<file path="src/source/mipsPkg.sv">
package mipsPkg;

    //////////////////////////////////////////////////
    // Memory sizes
    //////////////////////////////////////////////////
    localparam int imemWords    = 64;
    localparam int dmemWords    = 64;
    localparam int imemAddrBits = 6;

    //////////////////////////////////////////////////
    // Instruction encodings
    //////////////////////////////////////////////////
    typedef enum logic [5:0] {
        opRtype = 6'd0,
        opJ     = 6'd2,
        opBeq   = 6'd4,
        opBne   = 6'd5,
        opAddi  = 6'd8,
        opLw    = 6'd35,
        opSw    = 6'd43
    } opcode_t;

    typedef enum logic [5:0] {
        fnAdd = 6'd32,
        fnSub = 6'd34,
        fnAnd = 6'd36,
        fnOr  = 6'd37,
        fnSlt = 6'd42
    } funct_t;

    typedef enum logic [2:0] {
        aluAdd,
        aluSub,
        aluAnd,
        aluOr,
        aluSlt
    } aluOp_t;

    // Control bits carried down the pipe
    typedef struct packed {
        logic   regWrite;
        logic   memRead;
        logic   memWrite;
        logic   memToReg;
        logic   aluSrcImm;
        aluOp_t aluOp;
    } ctrl_t;

    //////////////////////////////////////////////////
    // Stage registers
    //////////////////////////////////////////////////
    typedef struct packed {
        logic        valid;
        logic [31:0] pcPlus4;
        logic [31:0] instr;
    } ifId_t;

    typedef struct packed {
        logic        valid;
        ctrl_t       ctrl;
        logic [31:0] rdA;
        logic [31:0] rdB;
        logic [31:0] imm;
        logic [4:0]  dest;
    } idEx_t;

    typedef struct packed {
        logic        valid;
        ctrl_t       ctrl;
        logic [31:0] aluResult;
        logic [31:0] storeData;
        logic [4:0]  dest;
    } exMem_t;

    typedef struct packed {
        logic        valid;
        logic        regWrite;
        logic [4:0]  dest;
        logic [31:0] result;
    } memWb_t;

endpackage

</file>
<file path="src/source/hazardIf.sv">
`timescale 1ns/1ns

interface hazardIf;

    // Register sources read in decode
    logic [4:0] srcA;
    logic [4:0] srcB;
    logic       usesB;
    logic       needsEarly;

    // Producers still in flight
    logic [4:0] exDest;
    logic       exRegWrite;
    logic [4:0] memDest;
    logic       memRegWrite;

    logic       stall;

    modport decode (output srcA, srcB, usesB, needsEarly, input stall);
    modport execute (output exDest, exRegWrite);
    modport memory (output memDest, memRegWrite);
    modport hazard (
        input  srcA, srcB, usesB, needsEarly,
        input  exDest, exRegWrite, memDest, memRegWrite,
        output stall
    );

endinterface

</file>
<file path="src/source/executeStage.sv">
`timescale 1ns/1ns

module executeStage (
    input  logic             clk,
    input  logic             arstN,
    input  mipsPkg::idEx_t   idEx,
    output mipsPkg::exMem_t  exMem,
    hazardIf.execute         hz
);
    import mipsPkg::*;

    logic [31:0] aluB;
    logic [31:0] aluResult;

    assign aluB = idEx.ctrl.aluSrcImm ? idEx.imm : idEx.rdB;

    //////////////////////////////////////////////////
    // ALU
    //////////////////////////////////////////////////
    always_comb begin
        case (idEx.ctrl.aluOp)
            aluAdd:  aluResult = idEx.rdA + aluB;
            aluSub:  aluResult = idEx.rdA - aluB;
            aluAnd:  aluResult = idEx.rdA & aluB;
            aluOr:   aluResult = idEx.rdA | aluB;
            aluSlt:  aluResult = {31'd0, $signed(idEx.rdA) < $signed(aluB)};
            default: aluResult = '0;
        endcase
    end

    // Producer seen by the hazard unit
    assign hz.exDest     = idEx.dest;
    assign hz.exRegWrite = idEx.valid && idEx.ctrl.regWrite;

    always_ff @(posedge clk or negedge arstN) begin
        if (!arstN) begin
            exMem <= '0;
        end else begin
            exMem.valid     <= idEx.valid;
            exMem.ctrl      <= idEx.ctrl;
            exMem.aluResult <= aluResult;
            exMem.storeData <= idEx.rdB;
            exMem.dest      <= idEx.dest;
        end
    end

endmodule

</file>
<file path="src/flat_wrapper.sv">
// flat-port wrapper written by rule: the top's interface ports become plain ports
module executeStage_flat import mipsPkg::*;
  (clk, arstN, idEx, exMem, hz_exDest, hz_exRegWrite);
  hazardIf hz_i ();
  input  logic clk;
  input  logic arstN;
  input  mipsPkg::idEx_t idEx;
  output mipsPkg::exMem_t exMem;
  output wire logic [$bits(hz_i.exDest)-1:0] hz_exDest;
  output wire logic [$bits(hz_i.exRegWrite)-1:0] hz_exRegWrite;
  assign hz_exDest = hz_i.exDest;
  assign hz_exRegWrite = hz_i.exRegWrite;
  executeStage u_core (.clk(clk), .arstN(arstN), .idEx(idEx), .exMem(exMem), .hz(hz_i));
endmodule
</file>
<file path="config.mk">
export PLATFORM = sky130hd
export DESIGN_NAME = executeStage_flat
export DESIGN_NICKNAME = d
export VERILOG_FILES = /design/src/source/mipsPkg.sv /design/src/source/hazardIf.sv /design/src/source/executeStage.sv /design/src/flat_wrapper.sv
export SDC_FILE = /design/constraint.sdc
export NUM_CORES = 1
export LEC_CHECK = 0
export BUFFER_PORTS_ARGS = -buffer_cell sky130_fd_sc_hd__buf_4
export CORE_MARGIN = 1.5
export CORE_UTILIZATION = 47
export DETAILED_ROUTE_END_ITERATION = 7
export GPL_TIMING_DRIVEN = 0
export PLACE_DENSITY = 0.79
export SLEW_MARGIN = 20
export SYNTH_ARGS = -nofsm -noshare
export SYNTH_HDL_FRONTEND = slang
export SYNTH_SLANG_ARGS = --single-unit
</file>
<file path="constraint.sdc">
create_clock -name clk -period 0.8 [get_ports clk]
set_clock_uncertainty 0.15 [all_clocks]
set_input_delay 0.08 -clock clk [delete_from_list [all_inputs] [get_ports clk]]
set_output_delay 0.08 -clock clk [all_outputs]
set_load 0.02 [all_outputs]
</file>
==> results of run 1 <==
report_power, final:
| part | switching (mW) | internal [mW] | leakage, nW |
|---|---|---|---|
| Sequential | 0.147 | 4.25 | 0.946 |
| Combinational | 4.41 | 3.87 | 4.39 |
| Clock | 1.88 | 2.40 | 0.145 |
| Total | 6.43 | 10.5 | 5.48 |
synthesized netlist by cell type, types with 2 or more instances:
cell       number  area share
a211o_1         4      0.0049
a211oi_1       26       0.027
a21boi_0        2      0.0021
a21o_1         15       0.016
a21oi_1        73       0.051
a31o_2          4      0.0049
a31oi_1        10      0.0088
and2_1          4      0.0035
and3_1         10      0.0088
buf_1           6      0.0032
buf_2           3      0.0021
buf_4           5      0.0053
clkbuf_1       37       0.019
dfrtp_1        78        0.27
fa_1            2      0.0056
ha_1          106        0.19
inv_1          92       0.048
mux2i_1        36       0.050
nand2_1        36       0.019
nand2b_1        8      0.0070
nand3_1        17       0.012
nand3b_1        2      0.0021
nand4_1         6      0.0053
nor2_1         67       0.035
nor2b_1        13       0.011
nor3_1         20       0.014
nor4_1          7      0.0061
o2111ai_1       3      0.0037
o211ai_1       13       0.014
o21a_1          6      0.0063
o21ai_0        53       0.037
o21bai_1       12       0.013
o311ai_0        3      0.0037
o31a_1          4      0.0049
o31ai_1        10       0.011
o41ai_1         2      0.0025
or2_2           4      0.0035
or3_1           4      0.0035
or4_1           4      0.0042
xnor2_1        13       0.016
xor2_1          8      0.0098
area by class of cell:
class	instances	area share
clock buffers	9	0.0189
repair buffers	318	0.249
flip-flops and latches	78	0.164
clock inverters	6	0.00526
well taps	184	0.0194
multi-input cells	630	0.492
inverters	92	0.0290
plain buffers	42	0.0229
metrics by stage:
step	setup WS, ns	std cells	TNS [ns]
detailed placement	-3.07	1230	-101.39
CTS	-2.31	1332	-82.74
global placement	-2.98	1230	-100.01
global route	-2.39	1359	-86.73
floorplan	-2.36	851	-60.00
finish	-2.35	1359	-83.52
metal layers:
| metal | wire length, um | share of wire | vias up |
|---|---|---|---|
| li1 | - | - | 3632 |
| met1 | 10400 | 0.37 | 3877 |
| met2 | 13400 | 0.48 | 573 |
| met3 | 2850 | 0.10 | 130 |
| met4 | 1260 | 0.045 | 0 |
| met5 | 0 | 0 | - |
how the worst min path moves through the flow:
stage                        to  slack (ns)
2_1_floorplan   u_core.exMem[0]       -0.37
3_3_place_gp   u_core.exMem[75]        0.04
3_5_place_dp   u_core.exMem[75]        0.04
4_1_cts        u_core.exMem[51]       -0.23
5_1_grt        u_core.exMem[74]       -0.32
6_report       u_core.exMem[52]       -0.40
repair_timing:
| action | 4_1_cts | 5_1_grt |
|---|---|---|
| cloned | 3 | 0 |
| setup buffers | 45 | 31 |
| gates resized for setup | 258 | 82 |
| endpoints found under the hold margin | 126 | 78 |
| pin swaps | 80 | 50 |
| endpoints found under the setup margin | 110 | 110 |
cell families after synthesis:
group	synth area share
flops	0.273
compound gates	0.233
mux	0.0536
fa+ha+maj	0.191
simple gates	0.144
buf+inv	0.0783
xor+xnor	0.0257
==> metrics.csv, run 1 <==
stage,metric,value,unit
detailed_routing,drtIter0Drc,754,
finish,final_cell_mix,"buf_4 (180), buf_6 (93), inv_1 (86)",
placed_design,placedInstanceArea,9070,sq um
finish,reg.largest.list,u_core.exMem x78,
clock_tree,path_clk_slew,0.08,ns
timing,period_needed,3.15,ns
synthesis,synthCells,851,
synthesis,synthesis.area,7140,sq um
global_routing,grt_pass1_wl,41.5,mm
floorplanning,fp.dieArea,15900,sq um
floorplanning,die_y,126,um
outcome,failed_checks,"hold timing, setup timing",
timing,hold_ws,-0.397,ns
critical_path,cp.depth,15,
detailed_routing,viasPerCell,6.04,
timing,post-route-period-util,3.94,
clock_tree,cts_hold_buf,46,
finish,nets,1391,
global_routing,track_usage,0.333,
placed_design,dp_hpwl,16.6,mm
detailed_routing,ant_nets,0,
critical_path,cp_max_fo,7,
floorplanning,die_w,126,um
detailed_routing,vias,8212,
global_routing,met1_usage,0.413,
floorplanning,initial_utilization,0.486,
critical_path,path_cells,buf_16 > buf_12 > buf_12 > buf_4 > mux2i_4 > ha_4 > nor4_4 > nor4b_4 > and3_4 > and3_4 > o31ai_4 > o31ai_1 > a21oi_1 > and3_1 > a211o_1,
critical_path,start_kind,primary input,
global_routing,antenna_found_initial,0,
detailed_routing,routed_wl,27.9,mm
timing,rsz0062_at_grt,yes,
detailed_routing,dr.pass1.iters,6,
timing,hold_viol,79,
global_routing,grt_overflow,0,
timing,max_freq,318,MHz
finish,design_area,11900,sq um
synthesis,yosysSeqAreaShare,0.273,
clock_tree,cts-htree-levels,3,
timing,setup_violations,110,
power_and_ir_drop,ir_drop,998,uV
critical_path,worstPathRequired,0.88,ns
finish,drive_above_1_share,0.414,
timing,worst_pin_slew,1.11,ns
power_and_ir_drop,power,17.0,mW
critical_path,cp.arrival,3.23,ns
outcome,status,"complete, but fails checks",
clock_tree,cts_tree,done,
detailed_routing,wl_per_cell,20.6,um
critical_path,critPathMaxStageDelay,0.34,ns
power_and_ir_drop,pwr_density_cell,1430,nW/um^2
finish,largest_reg_flops,78,
global_routing,grt_max_degree,79,
clock_tree,cts_sinks,78,
clock_tree,numCtsBuffers,9,
timing,maxSlewViolCount,0,
clock_tree,cts_buffer_depth,2,
critical_path,worst-path-buf-inv,4,
critical_path,slowest_stage,nor4_4,
critical_path,worstSetupEndpointType,flop,
synthesis,async_flop_share,1.00,
placed_design,port-buffer-count,195,
synthesis,synthesis.nets,1071,
timing,setup_ws,-2.35,ns
finish,multiInputGateArea,5850,sq um
synthesis,ys.flop_type,dfrtp_1,
synthesis,ys_ff_latch,78,
finish,syn2layout_area_growth,66.6,%
synthesis,ys_types,64,
floorplanning,design.core.area,14700,sq um
synthesis,yosysWarnings,0,
global_routing,use_met3,0.0731,
synthesis,syn_avg_cell_area,8.39,sq um
critical_path,path_class,in -> reg,
power_and_ir_drop,power_leakage,5.48,nW
clock_tree,root_buffer,clkbuf_16,
global_routing,grt_busiest_layer,met2,
floorplanning,rows,44,
finish,largest-register,u_core.exMem,
flow_run,max_cap_violations,0,
global_routing,use_met2,0.559,
finish,final_common_cell,buf_4,
synthesis,synth_edf_count,0,
global_routing,grt_pass1_vias,7926,
critical_path,cp-endpoint,u_core.exMem[67],
floorplanning,io_pins,196,
timing,slew_headroom,0.252,
finish,diodes,0,
detailed_routing,drc,0,
finish,regArea,1950,sq um
placed_design,routabilityCongestion,0.935,
finish,fin_util,0.809,
critical_path,crit_family,simple AND/OR/NAND/NOR gates,
finish,nFillCells,834,
critical_path,crit_start,idEx[104],
min_path,worstHoldPathType,in -> async,
(Power assumes the default switching activity.)
==> run 2: changes to the inputs <==
ABC_AREA = 1   (was default)
CORE_UTILIZATION = 35   (was 47)
PLACE_DENSITY = 0.62   (was 0.79)
==> run 2 against run 1 <==
  * The run still ends with hold timing, setup timing left
  * Cell count grew 47%
  * Power is 14% higher
  * Wire length grew 33%
  * Non-clock buffer count grew 9
  * Sequential share of layout area fell by 2.9 points
  * Synthesized area increased by 18%
  * Flip-flop and latch count stayed put
  * Critical path type unchanged
  * Critical endpoint is now u_core.exMem[59]
==> metrics.csv, run 2 <==
stage,metric,value,unit
finish,stdcell_count,2002,
detailed_routing,ant_nets,0,
detailed_routing,drc,0,
outcome,failed_checks,"hold timing, setup timing",
global_routing,grt_pass1_wl,52.9,mm
flow_run,max_cap_violations,0,
timing,period_needed,2.21,ns
timing,hold_viol,80,
global_routing,grt_pass1_vias,9894,
detailed_routing,wl_met2,17.6,mm
placed_design,pre_cts_ws,-2.12,ns
critical_path,crit_family,simple AND/OR/NAND/NOR gates,
finish,final_cell_mix,"inv_1 (243), nand2_1 (242), buf_4 (189)",
finish,regArea,1950,sq um
clock_tree,cts_tree,done,
timing,maxSlewViolCount,0,
finish,diodes,0,
detailed_routing,met3_length,2.98,mm
critical_path,start_kind,primary input,
finish,reg.largest.list,u_core.exMem x78,
synthesis,yosysMostFrequentCell,nand2_1,
critical_path,worst-path-buf-inv,5,
finish,largest_reg_flops,78,
critical_path,path_cells,buf_12 > buf_12 > clkbuf_16 > nand2_4 > o21ai_4 > inv_2 > ha_4 > inv_4 > fa_2 > o21ai_4 > nand2_1 > nand2_2 > nand2_2 > nand2_4 > nand2_4 > nand2_2 > nand2_1 > nand3_1 > nand3b_1,
critical_path,cp_max_fo,5,
detailed_routing,top_layer,met4,
outcome,status,"complete, but fails checks",
power_and_ir_drop,power,19.3,mW
placed_design,routabilityCongestion,0.965,
synthesis,yosysSeqAreaShare,0.232,
critical_path,cp.depth,19,
global_routing,antenna_found_initial,0,
synthesis,synthTopCellsByArea,"dfrtp_1 (23%), ha_1 (16%), nand2_1 (16%)",
detailed_routing,routed_wl,37.3,mm
global_routing,grt_max_degree,79,
synthesis,synth_top_cells_by_count,"nand2_1 (352), inv_1 (271), nand3_1 (114)",
critical_path,worstSetupEndpointType,flop,
clock_tree,cts-htree-levels,3,
timing,post-route-period-util,2.76,
global_routing,track_usage,0.285,
finish,largest-register,u_core.exMem,
timing,slew_headroom,0.333,
synthesis,syn_avg_cell_area,6.31,sq um
detailed_routing,vias,10234,
critical_path,crit_start,idEx[104],
critical_path,cp.arrival,2.30,ns
synthesis,synthCells,1333,
floorplanning,io_pins,196,
synthesis,yosysWarnings,0,
min_path,worstHoldPathType,in -> async,
clock_tree,path_clk_slew,0.07,ns
detailed_routing,wl_met1,15.6,mm
synthesis,ys_types,40,
finish,drive_above_1_share,0.441,
placed_design,dp.cells,1847,
synthesis,synth_top_area_share,0.232,
finish,nFillCells,2141,
timing,hold_ws,-0.395,ns
power_and_ir_drop,ir_drop,975,uV
finish,design_area,14500,sq um
power_and_ir_drop,power_leakage,7.41,nW
critical_path,slowest_stage,fa_2,
synthesis,synth_edf_count,0,
timing,setup_violations,110,
floorplanning,initial_utilization,0.358,
synthesis,ys.flop_type,dfrtp_1,
finish,final_common_cell,inv_1,
synthesis,synthesis.area,8420,sq um
timing,max_freq,452,MHz
critical_path,path_class,in -> reg,
synthesis,async_flop_share,1.00,
floorplanning,fp.dieArea,25000,sq um
floorplanning,die_w,158,um
synthesis,synthesis.nets,1553,
timing,rsz0062_at_grt,yes,
placed_design,dp_hpwl,25.6,mm
finish,multiInputGateArea,7280,sq um
clock_tree,root_buffer,clkbuf_16,
detailed_routing,dr.pass1.iters,5,
floorplanning,die_y,158,um
power_and_ir_drop,pwr_density_cell,1330,nW/um^2
detailed_routing,viasPerCell,5.11,
timing,setup_ws,-1.41,ns
clock_tree,numCtsBuffers,9,
critical_path,cp-endpoint,u_core.exMem[59],
placed_design,port-buffer-count,195,
floorplanning,design.core.area,23500,sq um
floorplanning,rows,56,
finish,nets,1898,
clock_tree,cts_sinks,78,
finish,syn2layout_area_growth,72.2,%
global_routing,grt_overflow,0,
synthesis,synth_top_cell_by_area,dfrtp_1,
timing,worst_pin_slew,1.00,ns
synthesis,ys_ff_latch,78,
placed_design,placedInstanceArea,10500,sq um
detailed_routing,drtIter0Drc,711,
critical_path,worstPathRequired,0.89,ns
clock_tree,cts_buffer_depth,2,
detailed_routing,wl_per_cell,18.6,um
critical_path,critPathMaxStageDelay,0.41,ns
-- run 2: power by group --
| part | leakage [nW] | internal (mW) | switching, mW |
|---|---|---|---|
| clock | 0.125 | 2.14 | 2.12 |
| sequential | 0.949 | 4.26 | 0.151 |
| combinational | 6.34 | 4.37 | 6.21 |
| total | 7.41 | 10.8 | 8.49 |
-- run 2: final cells by class --
cell class	count	share of cell area
Multi-Input combinational cell	935	0.502
Timing Repair Buffer	338	0.215
Sequential cell	78	0.135
Inverter	285	0.0756
Tap cell	319	0.0275
Buffer	31	0.0251
Clock buffer	9	0.0155
Clock inverter	7	0.00389
-- run 2: cell families after synthesis --
group,Yosys count,synth area share
and+or+nand+nor,628,0.322
buffers and inverters,320,0.150
AOI/OAI and AO/OA,198,0.132
adders and majority gates,108,0.162
DFF,78,0.232
xor gates and xnor gates,1,0.00104
-- run 2: timing repair --
item / 4_1_cts / 5_1_grt
setup buffers: 41 / 49
setup endpoints to repair: 140 / 110
resized for setup: 419 / 211
cloned: 8 / 0
hold endpoints to repair: 127 / 82
pin swaps: 66 / 89
hold buffers: 44 / 2
-- run 2: routing by layer --
metal | up-vias | track usage
met5 | - | 0
met4 | 0 | 0.107
met3 | 86 | 0.0400
met2 | 454 | 0.472
met1 | 4831 | 0.375
li1 | 4863 | -
-- run 2: worst min-delay path by stage --
stage / start / to / cells after the start
floorplan: arstN / u_core.exMem[0] / 0
global placement: idEx[105] / u_core.exMem[73] / 1
detailed placement: idEx[107] / u_core.exMem[75] / 1
CTS: arstN / u_core.exMem[16] / 1
global route: arstN / u_core.exMem[16] / 1
finish: arstN / u_core.exMem[16] / 1
-- run 2: through the flow --
| stage | setup TNS, ns | util |
|---|---|---|
| 2_1_floorplan | -38.44 | - |
| 3_3_place_gp | -85.79 | 0.447 |
| 3_5_place_dp | -89.18 | 0.447 |
| 4_1_cts | -62.89 | 0.567 |
| 5_1_grt | -68.17 | 0.615 |
| 6_report | -64.21 | 0.615 |
==> run 3: changes to the inputs <==
PLACE_DENSITY = default   (was 0.62)
==> run 3 against run 2 <==
  * The run still ends with hold timing, setup timing left
  * Maximum frequency up 1.1%
  * Count of clock-buffer cells in the layout did not move
  * Sequential power about the same
  * Critical path depth shrank 1
  * First-iteration DRC count up 10%
  * Worst hold slack worse by 0.0019 ns
  * Power is 4.6% lower
  * Flip-flop and latch count did not move
  * Non-clock buffer count fell by 42
  * Final area fell by 5.4%
  * Worst setup slack gained 0.024 ns
  * Die area did not move
  * Critical path type unchanged
  * Largest cell class unchanged
  * Highest routed layer unchanged
==> metrics.csv, run 3 (synthesis gave the netlist of run 2 again) <==
stage,metric,value,unit
timing,setup_ws,-1.39,ns
global_routing,grt_pass1_wl,52.3,mm
global_routing,grt_overflow,0,
power_and_ir_drop,ir_drop,950,uV
timing,hold_viol,79,
detailed_routing,ant_nets,0,
detailed_routing,drtIter0Drc,784,
detailed_routing,vias,9850,
global_routing,track_usage,0.283,
global_routing,antenna_found_initial,0,
timing,period_needed,2.19,ns
placed_design,routabilityCongestion,0.947,
floorplanning,die_y,158,um
timing,setup_violations,110,
critical_path,cp_max_fo,6,
floorplanning,design.core.area,23500,sq um
flow_run,max_cap_violations,0,
outcome,failed_checks,"hold timing, setup timing",
finish,largest_reg_flops,78,
clock_tree,cts_sinks,78,
finish,drive_above_1_share,0.388,
clock_tree,cts_buffer_depth,2,
critical_path,slowest_stage,fa_2,
placed_design,placedInstanceArea,10500,sq um
finish,final_cell_mix,"nand2_1 (270), inv_1 (246), buf_4 (158)",
critical_path,critPathMaxStageDelay,0.40,ns
finish,syn2layout_area_growth,62.9,%
timing,maxSlewViolCount,0,
critical_path,path_cells,buf_12 > clkbuf_16 > clkbuf_16 > nand2_4 > o21ai_4 > inv_2 > ha_4 > inv_4 > fa_2 > o21ai_4 > buf_6 > nand2_2 > nand3_4 > nand2_2 > nand2_1 > nand2_1 > nand3_1 > nand3b_1,
global_routing,grt_max_degree,79,
floorplanning,io_pins,196,
critical_path,cp.arrival,2.26,ns
floorplanning,die_w,158,um
critical_path,worstPathRequired,0.87,ns
floorplanning,fp.dieArea,25000,sq um
clock_tree,numCtsBuffers,9,
timing,rsz0062_at_grt,yes,
finish,largest-register,u_core.exMem,
finish,final_common_cell,nand2_1,
detailed_routing,drc,0,
detailed_routing,wl_per_cell,18.2,um
min_path,worstHoldPathType,in -> async,
outcome,status,"complete, but fails checks",
critical_path,start_kind,primary input,
placed_design,port-buffer-count,195,
finish,design_area,13700,sq um
clock_tree,cts_tree,done,
timing,slew_headroom,0.374,
critical_path,worstSetupEndpointType,flop,
placed_design,dp_hpwl,25.9,mm
floorplanning,initial_utilization,0.358,
timing,hold_ws,-0.396,ns
detailed_routing,routed_wl,35.7,mm
finish,diodes,0,
critical_path,path_class,in -> reg,
finish,nets,1856,
floorplanning,rows,56,
finish,reg.largest.list,u_core.exMem x78,
finish,fin_util,0.582,
global_routing,grt_pass1_vias,9542,
power_and_ir_drop,power_leakage,7.06,nW
detailed_routing,dr.pass1.iters,5,
clock_tree,cts-htree-levels,3,
clock_tree,path_clk_slew,0.07,ns
clock_tree,root_buffer,clkbuf_16,
timing,max_freq,457,MHz
timing,worst_pin_slew,0.939,ns
power_and_ir_drop,pwr_density_cell,1340,nW/um^2
timing,post-route-period-util,2.73,
detailed_routing,viasPerCell,5.03,
timing,finalSetupTns,-63.96,ns
## run 3: worst paths after layout
kind	from	to
max in group asynchronous	arstN	u_core.exMem[76]
min	arstN	u_core.exMem[49]
min in group clk	idEx[103]	u_core.exMem[37]
max	idEx[104]	u_core.exMem[53]
## run 3: layer usage
| layer | vias to the layer above | global-route usage | share of wire |
|---|---|---|---|
| met3 | 39 | 0.0493 | 0.075 |
| li1 | 4783 | - | - |
| met1 | 4635 | 0.378 | 0.44 |
| met2 | 393 | 0.465 | 0.47 |
| met4 | 0 | 0.0832 | 0.018 |
| met5 | - | 0 | 0 |
## run 3: stage by stage
| step | std cells | worst slack (ns) | power [mW] |
|---|---|---|---|
| after detailed placement | 1847 | -2.08 | 11.3 |
| after floorplan | 1333 | -1.40 | 8.72 |
| after global placement | 1847 | -2.10 | 11.3 |
| after global routing | 1960 | -1.48 | 19.3 |
| after CTS | 1937 | -1.37 | 17.2 |
| final | 1960 | -1.39 | 18.4 |
## run 3: what timing repair did
item,in CTS,in global routing
setup endpoints to repair,127,110
endpoints found under the hold margin,125,81
hold buffers,44,2
pin swaps,48,64
buffers inserted,23,20
gates resized for setup,326,183
cloned,7,1
## run 3: worst max-delay path, delay by kind of cell
family	cells	cell delay (ns)
buffers and inverters	6	0.73
AND/OR/NAND/NOR	8	0.61
adder cells (fa/ha/maj)	2	0.57
AO/OA/AOI/OAI	2	0.27
## run 3: final cells by class
type / instances / area, sq um
flip-flops and latches: 78 / 1950
clock buffers: 9 / 225
plain buffers: 35 / 403
fillers: 2272 / 9830
inverters: 285 / 1090
clock inverters: 7 / 56.3
repair buffers: 292 / 2710
multi-input cells: 935 / 6890
well taps: 319 / 399
## run 3: report_power, final
part	total (mW)	leakage, nW	switching, mW	internal (mW)
logic	9.71	5.98	5.82	3.89
registers	4.41	0.949	0.150	4.26
clock network	4.26	0.125	2.12	2.14
total	18.4	7.06	8.09	10.3
